[src/a2600_ctrl_pkg.sv]
// Controller, mouse and console panel signal bundles plus input thresholds
// Import where pads, players or the console panel are handled
`default_nettype none

package a2600_ctrl_pkg;

	// One pad, all buttons active high
	typedef struct packed {
		logic right;
		logic left;
		logic down;
		logic up;
		logic fire;
		logic stick_btn;
		logic paddle_btn;
		logic start;
		logic select;
		logic pause;
		logic fire2;
		logic sw_color;
		logic sw_dif1;
		logic sw_dif2;
	} pad_t;

	// Mouse packet, a new packet toggles strobe
	typedef struct packed {
		logic       strobe;
		logic [7:0] dy;
		logic [7:0] dx;
		logic       sign_y;
		logic       sign_x;
		logic [1:0] buttons;
	} mouse_t;

	// What one player presents to the console, controls active low
	typedef struct packed {
		logic [3:0] dir_n;
		logic       fire_n;
		logic       fire2_n;
		logic       paddle_btn_n;
		logic [7:0] paddle;
	} player_t;

	typedef struct packed {
		logic       start_n;
		logic       select_n;
		logic       color;
		logic [1:0] dif;
		logic       pause;
	} console_t;

	localparam int MOUSE_STEP_MAX    = 10;
	localparam int STICK_AXIS_THRESH = 100;

endpackage

`default_nettype wire

[src/a2600_cfg_pkg.sv]
// Cartridge and user configuration types shared by the cartridge detector and the top level
// Import where the bank-switch scheme or Super Chip setting is needed
`default_nettype none

package a2600_cfg_pkg;

	// ========================================
	// Bank-switch schemes
	// ========================================

	// Encoding matches the core's force_bs input, 10 is unused
	typedef enum logic [3:0] {
		bs_auto = 4'd0,
		bs_f8   = 4'd1,
		bs_f6   = 4'd2,
		bs_fe   = 4'd3,
		bs_e0   = 4'd4,
		bs_3f   = 4'd5,
		bs_f4   = 4'd6,
		bs_p2   = 4'd7,
		bs_fa   = 4'd8,
		bs_cv   = 4'd9,
		bs_ua   = 4'd11,
		bs_e7   = 4'd12,
		bs_f0   = 4'd13,
		bs_32   = 4'd14
	} bank_e;

	typedef enum logic [1:0] {
		sc_auto,
		sc_disable,
		sc_enable
	} sc_mode_e;

	// ========================================
	// Results and configuration
	// ========================================

	typedef struct packed {
		bank_e bank;
		logic  superchip;
	} cart_t;

	typedef struct packed {
		logic     swap;
		logic     invert_paddle;
		sc_mode_e sc_mode;
	} cfg_t;

	// ASCII characters carried in the file extension field
	localparam int EXT_CHARS = 4;

endpackage

`default_nettype wire
[src/a2600_input_top.sv]
// Controller and cartridge glue for the 2600 core: two paddle ports, panel, cart type
// Player outputs are active low and follow the swap setting
`timescale 1ns/1ps
`default_nettype none

module a2600_input_top (
	input  logic                     clk_sys,
	input  logic                     reset,
	input  a2600_ctrl_pkg::pad_t     pad_0,
	input  a2600_ctrl_pkg::pad_t     pad_1,
	input  logic [15:0]              stick_0,
	input  logic [15:0]              stick_1,
	input  logic [7:0]               knob_0,
	input  logic [7:0]               knob_1,
	input  a2600_ctrl_pkg::mouse_t   mouse,
	input  a2600_cfg_pkg::cfg_t      cfg,
	input  logic                     download,
	input  logic [31:0]              file_ext,
	output a2600_ctrl_pkg::player_t  player_1,
	output a2600_ctrl_pkg::player_t  player_2,
	output a2600_ctrl_pkg::console_t console,
	output a2600_cfg_pkg::cart_t     cart
);
	import a2600_ctrl_pkg::*;

	logic [7:0] paddle_0;
	logic [7:0] paddle_1;
	logic       button_0;
	logic       button_1;
	player_t    port_0;
	player_t    port_1;

	// Active-low view of one port as the console expects it
	function automatic player_t map_player(input pad_t pad, input logic btn,
		input logic [7:0] value);
		player_t p;
		p.dir_n        = ~{pad.right, pad.left, pad.down, pad.up};
		p.fire_n       = ~pad.fire;
		p.fire2_n      = ~pad.fire2;
		p.paddle_btn_n = ~btn;
		p.paddle       = value;
		return p;
	endfunction

	// ========================================
	// Paddle ports, mouse on port 1 only
	// ========================================
	paddle_port #(.has_mouse(1'b0)) u_port_0 (
		.clk_sys (clk_sys),
		.reset   (reset),
		.pad     (pad_0),
		.stick   (stick_0),
		.knob    (knob_0),
		.mouse   ('0),
		.invert  (cfg.invert_paddle),
		.paddle  (paddle_0),
		.button  (button_0)
	);

	paddle_port #(.has_mouse(1'b1)) u_port_1 (
		.clk_sys (clk_sys),
		.reset   (reset),
		.pad     (pad_1),
		.stick   (stick_1),
		.knob    (knob_1),
		.mouse   (mouse),
		.invert  (cfg.invert_paddle),
		.paddle  (paddle_1),
		.button  (button_1)
	);

	console_switches u_console (
		.clk_sys (clk_sys),
		.reset   (reset),
		.pad_0   (pad_0),
		.pad_1   (pad_1),
		.console (console)
	);

	cart_detect u_cart (
		.clk_sys  (clk_sys),
		.reset    (reset),
		.download (download),
		.file_ext (file_ext),
		.sc_mode  (cfg.sc_mode),
		.cart     (cart)
	);

	// Swap routing
	assign port_0   = map_player(pad_0, button_0, paddle_0);
	assign port_1   = map_player(pad_1, button_1, paddle_1);
	assign player_1 = cfg.swap ? port_1 : port_0;
	assign player_2 = cfg.swap ? port_0 : port_1;

endmodule

`default_nettype wire

[src/cart_detect.sv]
// Derives bank-switch scheme and Super Chip flag from the loaded file's extension
// Result is captured when a download starts and held until the next one
`timescale 1ns/1ps
`default_nettype none

module cart_detect (
	input  logic                               clk_sys,
	input  logic                               reset,
	input  logic                               download,
	input  logic [8*a2600_cfg_pkg::EXT_CHARS-1:0] file_ext,
	input  a2600_cfg_pkg::sc_mode_e            sc_mode,
	output a2600_cfg_pkg::cart_t               cart
);
	import a2600_cfg_pkg::*;

	logic [8*(EXT_CHARS-1)-1:0] ext;
	logic                       dl_sync;
	logic                       dl_prev;
	bank_e                      bank_dec;
	logic                       sc_dec;

	// Dot in the second character means a two-letter extension in the low bytes
	assign ext = (file_ext[23:16] == ".") ? file_ext[23:0] : file_ext[31:8];

	always_comb begin
		case (ext)
			".F8":   bank_dec = bs_f8;
			".F6":   bank_dec = bs_f6;
			".FE":   bank_dec = bs_fe;
			".E0":   bank_dec = bs_e0;
			".3F":   bank_dec = bs_3f;
			".F4":   bank_dec = bs_f4;
			".P2":   bank_dec = bs_p2;
			".FA":   bank_dec = bs_fa;
			".CV":   bank_dec = bs_cv;
			".UA":   bank_dec = bs_ua;
			".E7":   bank_dec = bs_e7;
			".F0":   bank_dec = bs_f0;
			".32":   bank_dec = bs_32;
			default: bank_dec = bs_auto;
		endcase
	end

	// Auto mode looks for a trailing S, as in .F8S
	always_comb begin
		case (sc_mode)
			sc_enable:  sc_dec = 1'b1;
			sc_auto:    sc_dec = file_ext[7:0] == "S";
			default:    sc_dec = 1'b0;
		endcase
	end

	always_ff @(posedge clk_sys) begin
		if (reset) begin
			dl_sync <= 1'b0;
			dl_prev <= 1'b0;
			cart    <= '{bank: bs_auto, superchip: 1'b0};
		end else begin
			dl_sync <= download;
			dl_prev <= dl_sync;
			if (dl_sync && !dl_prev)
				cart <= '{bank: bank_dec, superchip: sc_dec};
		end
	end

endmodule

`default_nettype wire

[src/console_switches.sv]
// Console panel state: colour, difficulties and pause toggled from either pad
// Start and select pass straight through as active-low levels
`timescale 1ns/1ps
`default_nettype none

module console_switches (
	input  logic                     clk_sys,
	input  logic                     reset,
	input  a2600_ctrl_pkg::pad_t     pad_0,
	input  a2600_ctrl_pkg::pad_t     pad_1,
	output a2600_ctrl_pkg::console_t console
);
	import a2600_ctrl_pkg::*;

	pad_t       pad_any;
	logic [2:0] sw_now;
	logic [2:0] sw_prev;
	logic [2:0] sw_rise;
	logic [1:0] pause_sync;
	logic       pause_prev;
	logic       color_q;
	logic [1:0] dif_q;
	logic       pause_q;

	// Either pad may work the panel
	assign pad_any = pad_0 | pad_1;
	assign sw_now  = {pad_any.sw_dif2, pad_any.sw_dif1, pad_any.sw_color};
	assign sw_rise = sw_now & ~sw_prev;

	// ========================================
	// Switch toggles
	// ========================================
	always_ff @(posedge clk_sys) begin
		if (reset) begin
			sw_prev <= '0;
			color_q <= 1'b1;
			dif_q   <= '0;
		end else begin
			sw_prev <= sw_now;
			if (sw_rise[0])
				color_q <= ~color_q;
			// dif[0] is player 1, dif[1] player 2
			if (sw_rise[1])
				dif_q[0] <= ~dif_q[0];
			if (sw_rise[2])
				dif_q[1] <= ~dif_q[1];
		end
	end

	// Pause goes through a two-stage chain before the edge detect
	always_ff @(posedge clk_sys) begin
		if (reset) begin
			pause_sync <= '0;
			pause_prev <= 1'b0;
			pause_q    <= 1'b0;
		end else begin
			pause_sync <= {pause_sync[0], pad_any.pause};
			pause_prev <= pause_sync[1];
			if (pause_sync[1] && !pause_prev)
				pause_q <= ~pause_q;
		end
	end

	assign console.start_n  = ~pad_any.start;
	assign console.select_n = ~pad_any.select;
	assign console.color    = color_q;
	assign console.dif      = dif_q;
	assign console.pause    = pause_q;

endmodule

`default_nettype wire

[src/paddle_port.sv]
// One player's paddle: picks knob, analog stick or mouse and drives the paddle value
// Instantiate once per port, has_mouse set only on the port wired to the mouse
`timescale 1ns/1ps
`default_nettype none

module paddle_port #(
	parameter bit has_mouse = 1'b0
) (
	input  logic                   clk_sys,
	input  logic                   reset,
	input  a2600_ctrl_pkg::pad_t   pad,
	input  logic [15:0]            stick,
	input  logic [7:0]             knob,
	input  a2600_ctrl_pkg::mouse_t mouse,
	input  logic                   invert,
	output logic [7:0]             paddle,
	output logic                   button
);
	import a2600_ctrl_pkg::*;

	typedef enum logic [1:0] {
		src_knob,
		src_stick,
		src_mouse
	} src_e;

	src_e       src;
	logic       axis_y;
	logic [7:0] pre_out;
	logic [7:0] mouse_x;
	logic [7:0] mouse_y;
	logic       mouse_moved;

	generate
		if (has_mouse) begin : g_mouse
			mouse_tracker u_mouse (
				.clk_sys (clk_sys),
				.reset   (reset),
				.mouse   (mouse),
				.pos_x   (mouse_x),
				.pos_y   (mouse_y),
				.moved   (mouse_moved)
			);
		end else begin : g_no_mouse
			assign mouse_x     = '0;
			assign mouse_y     = '0;
			assign mouse_moved = 1'b0;
		end
	endgenerate

	// ========================================
	// Source and axis selection
	// ========================================
	always_ff @(posedge clk_sys) begin
		if (reset) begin
			src    <= src_knob;
			axis_y <= 1'b0;
		end else begin
			// Later lines win, paddle button has the last word
			if (mouse_moved)
				src <= src_mouse;
			if (pad.stick_btn)
				src <= src_stick;
			if (pad.paddle_btn)
				src <= src_knob;

			if (src == src_stick) begin
				if (!stick[7] && stick[7:0] > STICK_AXIS_THRESH)
					axis_y <= 1'b0;
				if (!stick[15] && stick[15:8] > STICK_AXIS_THRESH)
					axis_y <= 1'b1;
			end else if (src == src_mouse) begin
				if (mouse.buttons[0])
					axis_y <= 1'b0;
				if (mouse.buttons[1])
					axis_y <= 1'b1;
			end
		end
	end

	// Value pipeline, two stages from source to pin
	always_ff @(posedge clk_sys) begin
		case (src)
			src_stick: pre_out <= axis_y ? stick[15:8] : stick[7:0];
			src_mouse: pre_out <= axis_y ? mouse_y : mouse_x;
			default:   pre_out <= {~knob[7], knob[6:0]};
		endcase
		paddle <= invert ? ~pre_out : pre_out;

		case (src)
			src_stick: button <= pad.stick_btn;
			src_mouse: button <= |mouse.buttons;
			default:   button <= pad.paddle_btn;
		endcase
	end

endmodule

`default_nettype wire

[src/mouse_tracker.sv]
// Integrates mouse packets into a saturating two-axis position
// Used inside the paddle port that owns the mouse
`timescale 1ns/1ps
`default_nettype none

module mouse_tracker (
	input  logic                   clk_sys,
	input  logic                   reset,
	input  a2600_ctrl_pkg::mouse_t mouse,
	output logic [7:0]             pos_x,
	output logic [7:0]             pos_y,
	output logic                   moved
);
	import a2600_ctrl_pkg::*;

	logic              strobe_q;
	logic              packet;
	logic signed [7:0] pos_x_q;
	logic signed [7:0] pos_y_q;
	logic signed [8:0] dx_step;
	logic signed [8:0] dy_step;
	logic signed [9:0] x_sum;
	logic signed [9:0] y_sum;

	// Limit one packet's motion so a fast flick does not jump the paddle
	function automatic logic signed [8:0] clamp_step(input logic signed [8:0] d);
		if (d > MOUSE_STEP_MAX)
			return 9'(MOUSE_STEP_MAX);
		if (d < -MOUSE_STEP_MAX)
			return 9'(-MOUSE_STEP_MAX);
		return d;
	endfunction

	function automatic logic signed [7:0] saturate(input logic signed [9:0] s);
		if (s > 127)
			return 8'sh7f;
		if (s < -128)
			return 8'sh80;
		return s[7:0];
	endfunction

	assign packet  = mouse.strobe != strobe_q;
	assign dx_step = clamp_step({mouse.sign_x, mouse.dx});
	assign dy_step = clamp_step({mouse.sign_y, mouse.dy});
	assign x_sum   = {{2{pos_x_q[7]}}, pos_x_q} + {dx_step[8], dx_step};
	assign y_sum   = {{2{pos_y_q[7]}}, pos_y_q} + {dy_step[8], dy_step};

	always_ff @(posedge clk_sys) begin
		if (reset) begin
			strobe_q <= 1'b0;
			pos_x_q  <= '0;
			pos_y_q  <= '0;
			moved    <= 1'b0;
		end else begin
			strobe_q <= mouse.strobe;
			moved    <= packet;
			if (packet) begin
				pos_x_q <= saturate(x_sum);
				pos_y_q <= saturate(y_sum);
			end
		end
	end

	assign pos_x = pos_x_q;
	assign pos_y = pos_y_q;

endmodule

`default_nettype wire

[config.mk]
export PLATFORM = sky130hd
export DESIGN_NAME = a2600_input_top
export DESIGN_NICKNAME = d
export VERILOG_FILES = /design/src/a2600_ctrl_pkg.sv /design/src/a2600_cfg_pkg.sv /design/src/a2600_input_top.sv /design/src/cart_detect.sv /design/src/console_switches.sv /design/src/paddle_port.sv /design/src/mouse_tracker.sv
export SDC_FILE = /design/constraint.sdc
export NUM_CORES = 1
export LEC_CHECK = 0
export BUFFER_PORTS_ARGS = -buffer_cell sky130_fd_sc_hd__buf_2
export CAP_MARGIN = 20
export CORE_MARGIN = 3
export CORE_UTILIZATION = 40
export DETAILED_ROUTE_END_ITERATION = 10
export PLACE_DENSITY = 0.69
export SETUP_SLACK_MARGIN = 0.05
export SKIP_LAST_GASP = 1
export SLEW_MARGIN = 0
export SYNTH_ARGS = -nofsm -noshare
export SYNTH_HDL_FRONTEND = slang
export SYNTH_SLANG_ARGS = --single-unit
[constraint.sdc]
create_clock -name clk_sys -period 3.8 [get_ports clk_sys]
set_clock_uncertainty 0.05 [all_clocks]
set_input_delay 0.76 -clock clk_sys [delete_from_list [all_inputs] [get_ports clk_sys]]
set_output_delay 0.76 -clock clk_sys [all_outputs]
set_load 0.02 [all_outputs]
# Word level (Yosys, flattened, before mapping)
# Index checks and enable logic that the tools add are counted.
# classes
n_reduce_logical	23
bitwise_logic	21
n_mux	60
addsub	2
n_eq_ne	20
magnitude_cmp	12
# op_table
op	n
$eq A24 B22 Y1 const B	13
$mux W8	14
$mux W9	8
$pmux W4 S13	1
$gt A8 B7 Y1 const B	4
$mux W1	31
$mux W15	2
$mux W24	1
$add A8 B9 Y10	2
$gt A10 B8 Y1 const B	2
$lt A10 B8 Y1 const B	2
$gt A9 B5 Y1 const B	2
$lt A9 B5 Y1 const B	2
$not A8 Y8	2
$pmux W8 S2	1
$not A1 Y1	14
$eq A8 B6 Y1 const B	1
$eq A8 B7 Y1 const B	1
$not A4 Y4	2
$or A7 B7 Y7	1
$logic_and A1 B1 Y1	6
$logic_not A1 Y1	6
$reduce_bool A2 Y1	3
$reduce_or A2 Y1	3
other kinds (12)	14
# word_totals
reg_bits	74
out_inout_bits	41
elab_cells	164
input_bits	136

# Logic depth before layout (Yosys ltp)
# logic_depth
depth_word	15
ltp_mapped	16
ltp_nobuf	15

# Cells and area by module
# A second synthesis with hierarchy kept.
# hier_totals
cells_unflattened	607
area_unflattened_um2	5302.6
# by_module_without_submodules
mod	cells_each	n_inst	area_per_inst_um2
mouse_tracker	240	1	1811.7
paddle_port at u_port_1	101	1	1047.3
cart_detect	128	1	978.4
paddle_port at u_port_0	67	1	708.2
a2600_input_top	34	1	414.1
console_switches	37	1	342.8

# Least setup slack after synthesis
# Ideal clock, no wire load.
# synth_path
path_kind	input -> register
from	input mouse[3] (netlist name)
to	register u_port_1.g_mouse.u_mouse.pos_y_q[1] (netlist: u_port_1.g_mouse.u_mouse.pos_y[1])
t_arrival_ps	3562
path_slack_ps	39
path_stages	13
required_time_ps	3601
cell_sequence	inv_1 or3_1 ha_1 buf_1 or3_1 ha_1 a21oi_1 o21ai_0 o221ai_1 a21oi_1 a211o_1 o31ai_1 a221oi_1
# synth_via
elab_chain_cells	13
# synth_lines
item	line	source
start, declared	a2600_input_top.sv:15	input a2600_ctrl_pkg::mouse_t mouse,
$lt A9 B5 Y1	mouse_tracker.sv:29	if (d < -MOUSE_STEP_MAX)
$mux W1 (2 in series)	mouse_tracker.sv:29	
$mux W9	mouse_tracker.sv:31	return d;
$mux W9 (*)	mouse_tracker.sv:29	
$add A8 B9 Y10 (*)	mouse_tracker.sv:46	assign y_sum = {{2{pos_y_q[7]}}, pos_y_q} + {dy_step[8], dy_step};
$lt A10 B8 Y1	mouse_tracker.sv:37	if (s < -128)
$mux W1 (2 in series)	mouse_tracker.sv:37	
$mux W1	mouse_tracker.sv:57	if (packet) begin
$mux W1	mouse_tracker.sv:49	if (reset) begin
$mux W8	mouse_tracker.sv:39	return s[7:0];
$mux W8 (*)	mouse_tracker.sv:37	
end signal, assigned	mouse_tracker.sv:59	pos_y_q <= saturate(y_sum);
end, declared	mouse_tracker.sv:19	logic signed [7:0] pos_y_q;
# Every way passes the cells marked *; elsewhere a longest branch is shown, timed or not. The select of a mux whose other input is x is not followed.
# A chain may end at the register's enable or synchronous reset.

# Worst setup path after layout
# layout_path
from	input mouse[3] (netlist name)
to	register u_port_1.g_mouse.u_mouse.pos_y_q[0] (netlist: u_port_1.g_mouse.u_mouse.pos_y[0])
# Same word-level chain as after synthesis.

==> impl_metrics.ini <==
[outcome]
status = complete, no violations

[timing]
fmax_ghz = 0.278
hold_violations = 0
worst_slew_pin_slew_ns = 1.00
rsz0062_at_grt = false
setup_slack_ns = 0.202
setup_violations = 0
slew_violations = 0
slew_headroom_pct = 33.1
tns_ns = 0
fin_crit_sh_pct = 94.7
min_period_ns = 3.60

[power_and_ir_drop]
cellPowerDensity_nw_per_um2 = 430
p_leak_nw = 2.89
peakVddDrop_mv = 0.237

[clock_tree]
clkSlewWorstSetupHoldPaths_ns = 0.06
cts_buffer_depth = 2
root_buffer = clkbuf_16
cts_num_sinks = 74
numCtsBuffers = 9
htreeDepth = 3
clock_latency_ns = 0.33
cts_tree = yes

[logic_synthesis]
synthAdderAreaFrac_pct = 6.49
yosysUniqueCellTypes = 56
synth_edf_count = 0
synth_area_um2 = 4850
netlist.area_leader.share_pct = 30.5
ys.flop_type = dfxtp_1
synth_area_leaders = dfxtp_1 31%, mux2_2 7.7%, ha_1 5.7%
synth_area_per_cell_um2 = 8.37
synth_compound_area_share_pct = 21.9
synth_xor_area_share_pct = 5.23
syn-num-nets = 740
ys_seq_area_share_pct = 30.5
yosys_warnings = 0
synth.area.mux_share_pct = 12.6
ys_ff_latch = 74
synth_top_family_by_area = compound AO/OA/AOI/OAI gates
synth-simple-area-share_pct = 18.4
synthCells = 580
synth-async-reset-ratio_pct = 0
synth_top_area_cell = dfxtp_1

[placement]
gp_congestion = 0.940
port_buffers = 176
hpwl_um = 10800
post-place-ws_ns = -0.230
dp_cells = 898

[setup_path]
worstReg2RegStart = u_port_1.g_mouse.u_mouse.pos_x[2]
worstPathMaxFanout = 8
r2r.worst_path.cells = 9
cp.arrival_ns = 3.77
reg2reg_slack_ns = 1.32
cp_data_required_time_ns = 3.97
path_class = in2reg
end_kind = register
r2r-end = u_port_1.g_mouse.u_mouse.pos_x[0]
start_kind = input pin

[die]
dieArea_um2 = 13500
io_pins = 177
fp.dieH_um = 116
core_um2 = 11700
die_w_um = 116
rows = 39
start_util_pct = 41.6

[detailed_routing]
drc = 0
firstDrtPassIters = 5
detail_route.wl_per_cell_um = 14.6
totalWireLength_um = 13400
drt_iter0_markers = 189
via_count = 4958
viasPerCell = 5.42
postRouteAntennaNets = 0

[global_route]
antenna_found_initial = 1
gr-total-overflow = 0
grt_max_degree = 31
busiest_layer = met2
grt_usage_pct = 18.9
gr-usage-met1_pct = 23.3
use_met2_pct = 33.3
grt_pass1_vias = 4608
grt_first_pass_wirelength_um = 20600
gr-usage-met3_pct = 3.37

[flow_run]
maxCapViolCount = 0

[layout]
syn2layout_area_growth_pct = 30.5
final_common_cell = buf_2
instances_no_fill = 914
nNetsFinal = 926
final_cell_mix = 176 x buf_2, 74 x dfxtp_1, 70 x nor2_1
drive_gt1_share_pct = 33.9
n_antenna_cell = 0

[hold_path]
hold_path.class = reg2reg
hold_start = u_port_1.pre_out[7]
whs_endpoint = u_port_1.paddle[7]
hold_depth = 1
[state kept, by name, summed over array words and instances (netlist names), 2 cells and up]
| register | cells |
|---|---|
| u_port_0.pre_out | 8 |
| u_port_1.paddle | 8 |
| u_port_1.g_mouse.u_mouse.pos_x | 8 |
| u_console.pause_sync | 2 |
| u_console.sw_prev | 3 |
| u_port_1.g_mouse.u_mouse.pos_y | 8 |
| u_console.dif_q | 2 |
| u_port_0.paddle | 8 |
| u_cart.cart | 5 |
| u_port_1.src | 2 |
| u_port_1.pre_out | 8 |
[worst max-delay path by stage]
stage / cells after the start / slack, ns / from / to
2_1_floorplan: 14 / 0.08 / mouse[3] / u_port_1.g_mouse.u_mouse.pos_y[1]
3_3_place_gp: 16 / -0.08 / mouse[3] / u_port_1.g_mouse.u_mouse.pos_y[1]
3_5_place_dp: 16 / -0.23 / mouse[3] / u_port_1.g_mouse.u_mouse.pos_y[1]
4_1_cts: 16 / 0.12 / mouse[3] / u_port_1.g_mouse.u_mouse.pos_y[1]
5_1_grt: 15 / 0.03 / mouse[3] / u_port_1.g_mouse.u_mouse.pos_y[0]
6_report: 15 / 0.20 / mouse[3] / u_port_1.g_mouse.u_mouse.pos_y[0]
[cell type report]
type	instances	area [µm²]
Sequential cell	74	1480
Clock inverter	6	97.6
Timing Repair Buffer	200	1060
Multi-Input combinational cell	449	3160
Inverter	32	120
Clock buffer	10	239
Tap cell	143	179
Fill cell	1104	5330
[per-layer routing]
layer | routed length (µm) | part of all wire, %
met5 | 13 | 0.097
met2 | 6850 | 51
met3 | 651 | 4.9
met1 | 5610 | 42
met4 | 226 | 1.7
[through the flow]
step                hold WS (ns)  util [%]  area (µm²)  power, mW
finish                     0.362      54.3        6340       2.73
global route               0.375      54.3        6340       2.88
CTS                        0.371      54.2        6320       2.74
detailed placement         0.364      51.3        5980       1.79
global placement           0.362      51.3        5980       1.76
floorplan                  0.356         -        4860       1.48
[what timing repair did]
action,in CTS,in global routing
hold buffers,0,0
endpoints found under the setup margin,0,3
resized for setup,0,4
setup buffers,0,0
[Yosys cell counts, types with 10 or more instances]
master,instances
inv_1,32
nor3_1,10
ha_1,22
clkbuf_1,16
nor2_1,70
a221oi_1,11
dfxtp_1,74
mux2_2,33
o211ai_1,11
nor2b_1,14
xnor2_1,12
nand2_1,21
mux2i_1,24
or3_1,12
xor2_1,17
o21ai_0,38
a21oi_1,48
[where the power goes]
group,internal [mW],leakage [nW],switching (mW)
sequential,0.868,0.619,0.0705
combinational,0.396,2.11,0.450
clock,0.602,0.165,0.338
[logic make-up after synthesis]
kind of cell,Yosys count
mux,57
flops,74
simple gates,176
fa+ha+maj,24
buf+inv,57
compound gates,163
xor+xnor,29
[worst max-delay path, stage by stage]
cell	delay, ns
buf_2	0.09
inv_1	0.05
or3_1	0.37
ha_2	0.33
or3_1	0.39
ha_1	0.28
a21oi_1	0.07
o21ai_0	0.32
o221ai_2	0.19
buf_4	0.17
xnor2_1	0.12
o21ai_0	0.08
a21oi_1	0.09
buf_4	0.19
a211oi_1	0.28
(Power assumes the default switching activity.)
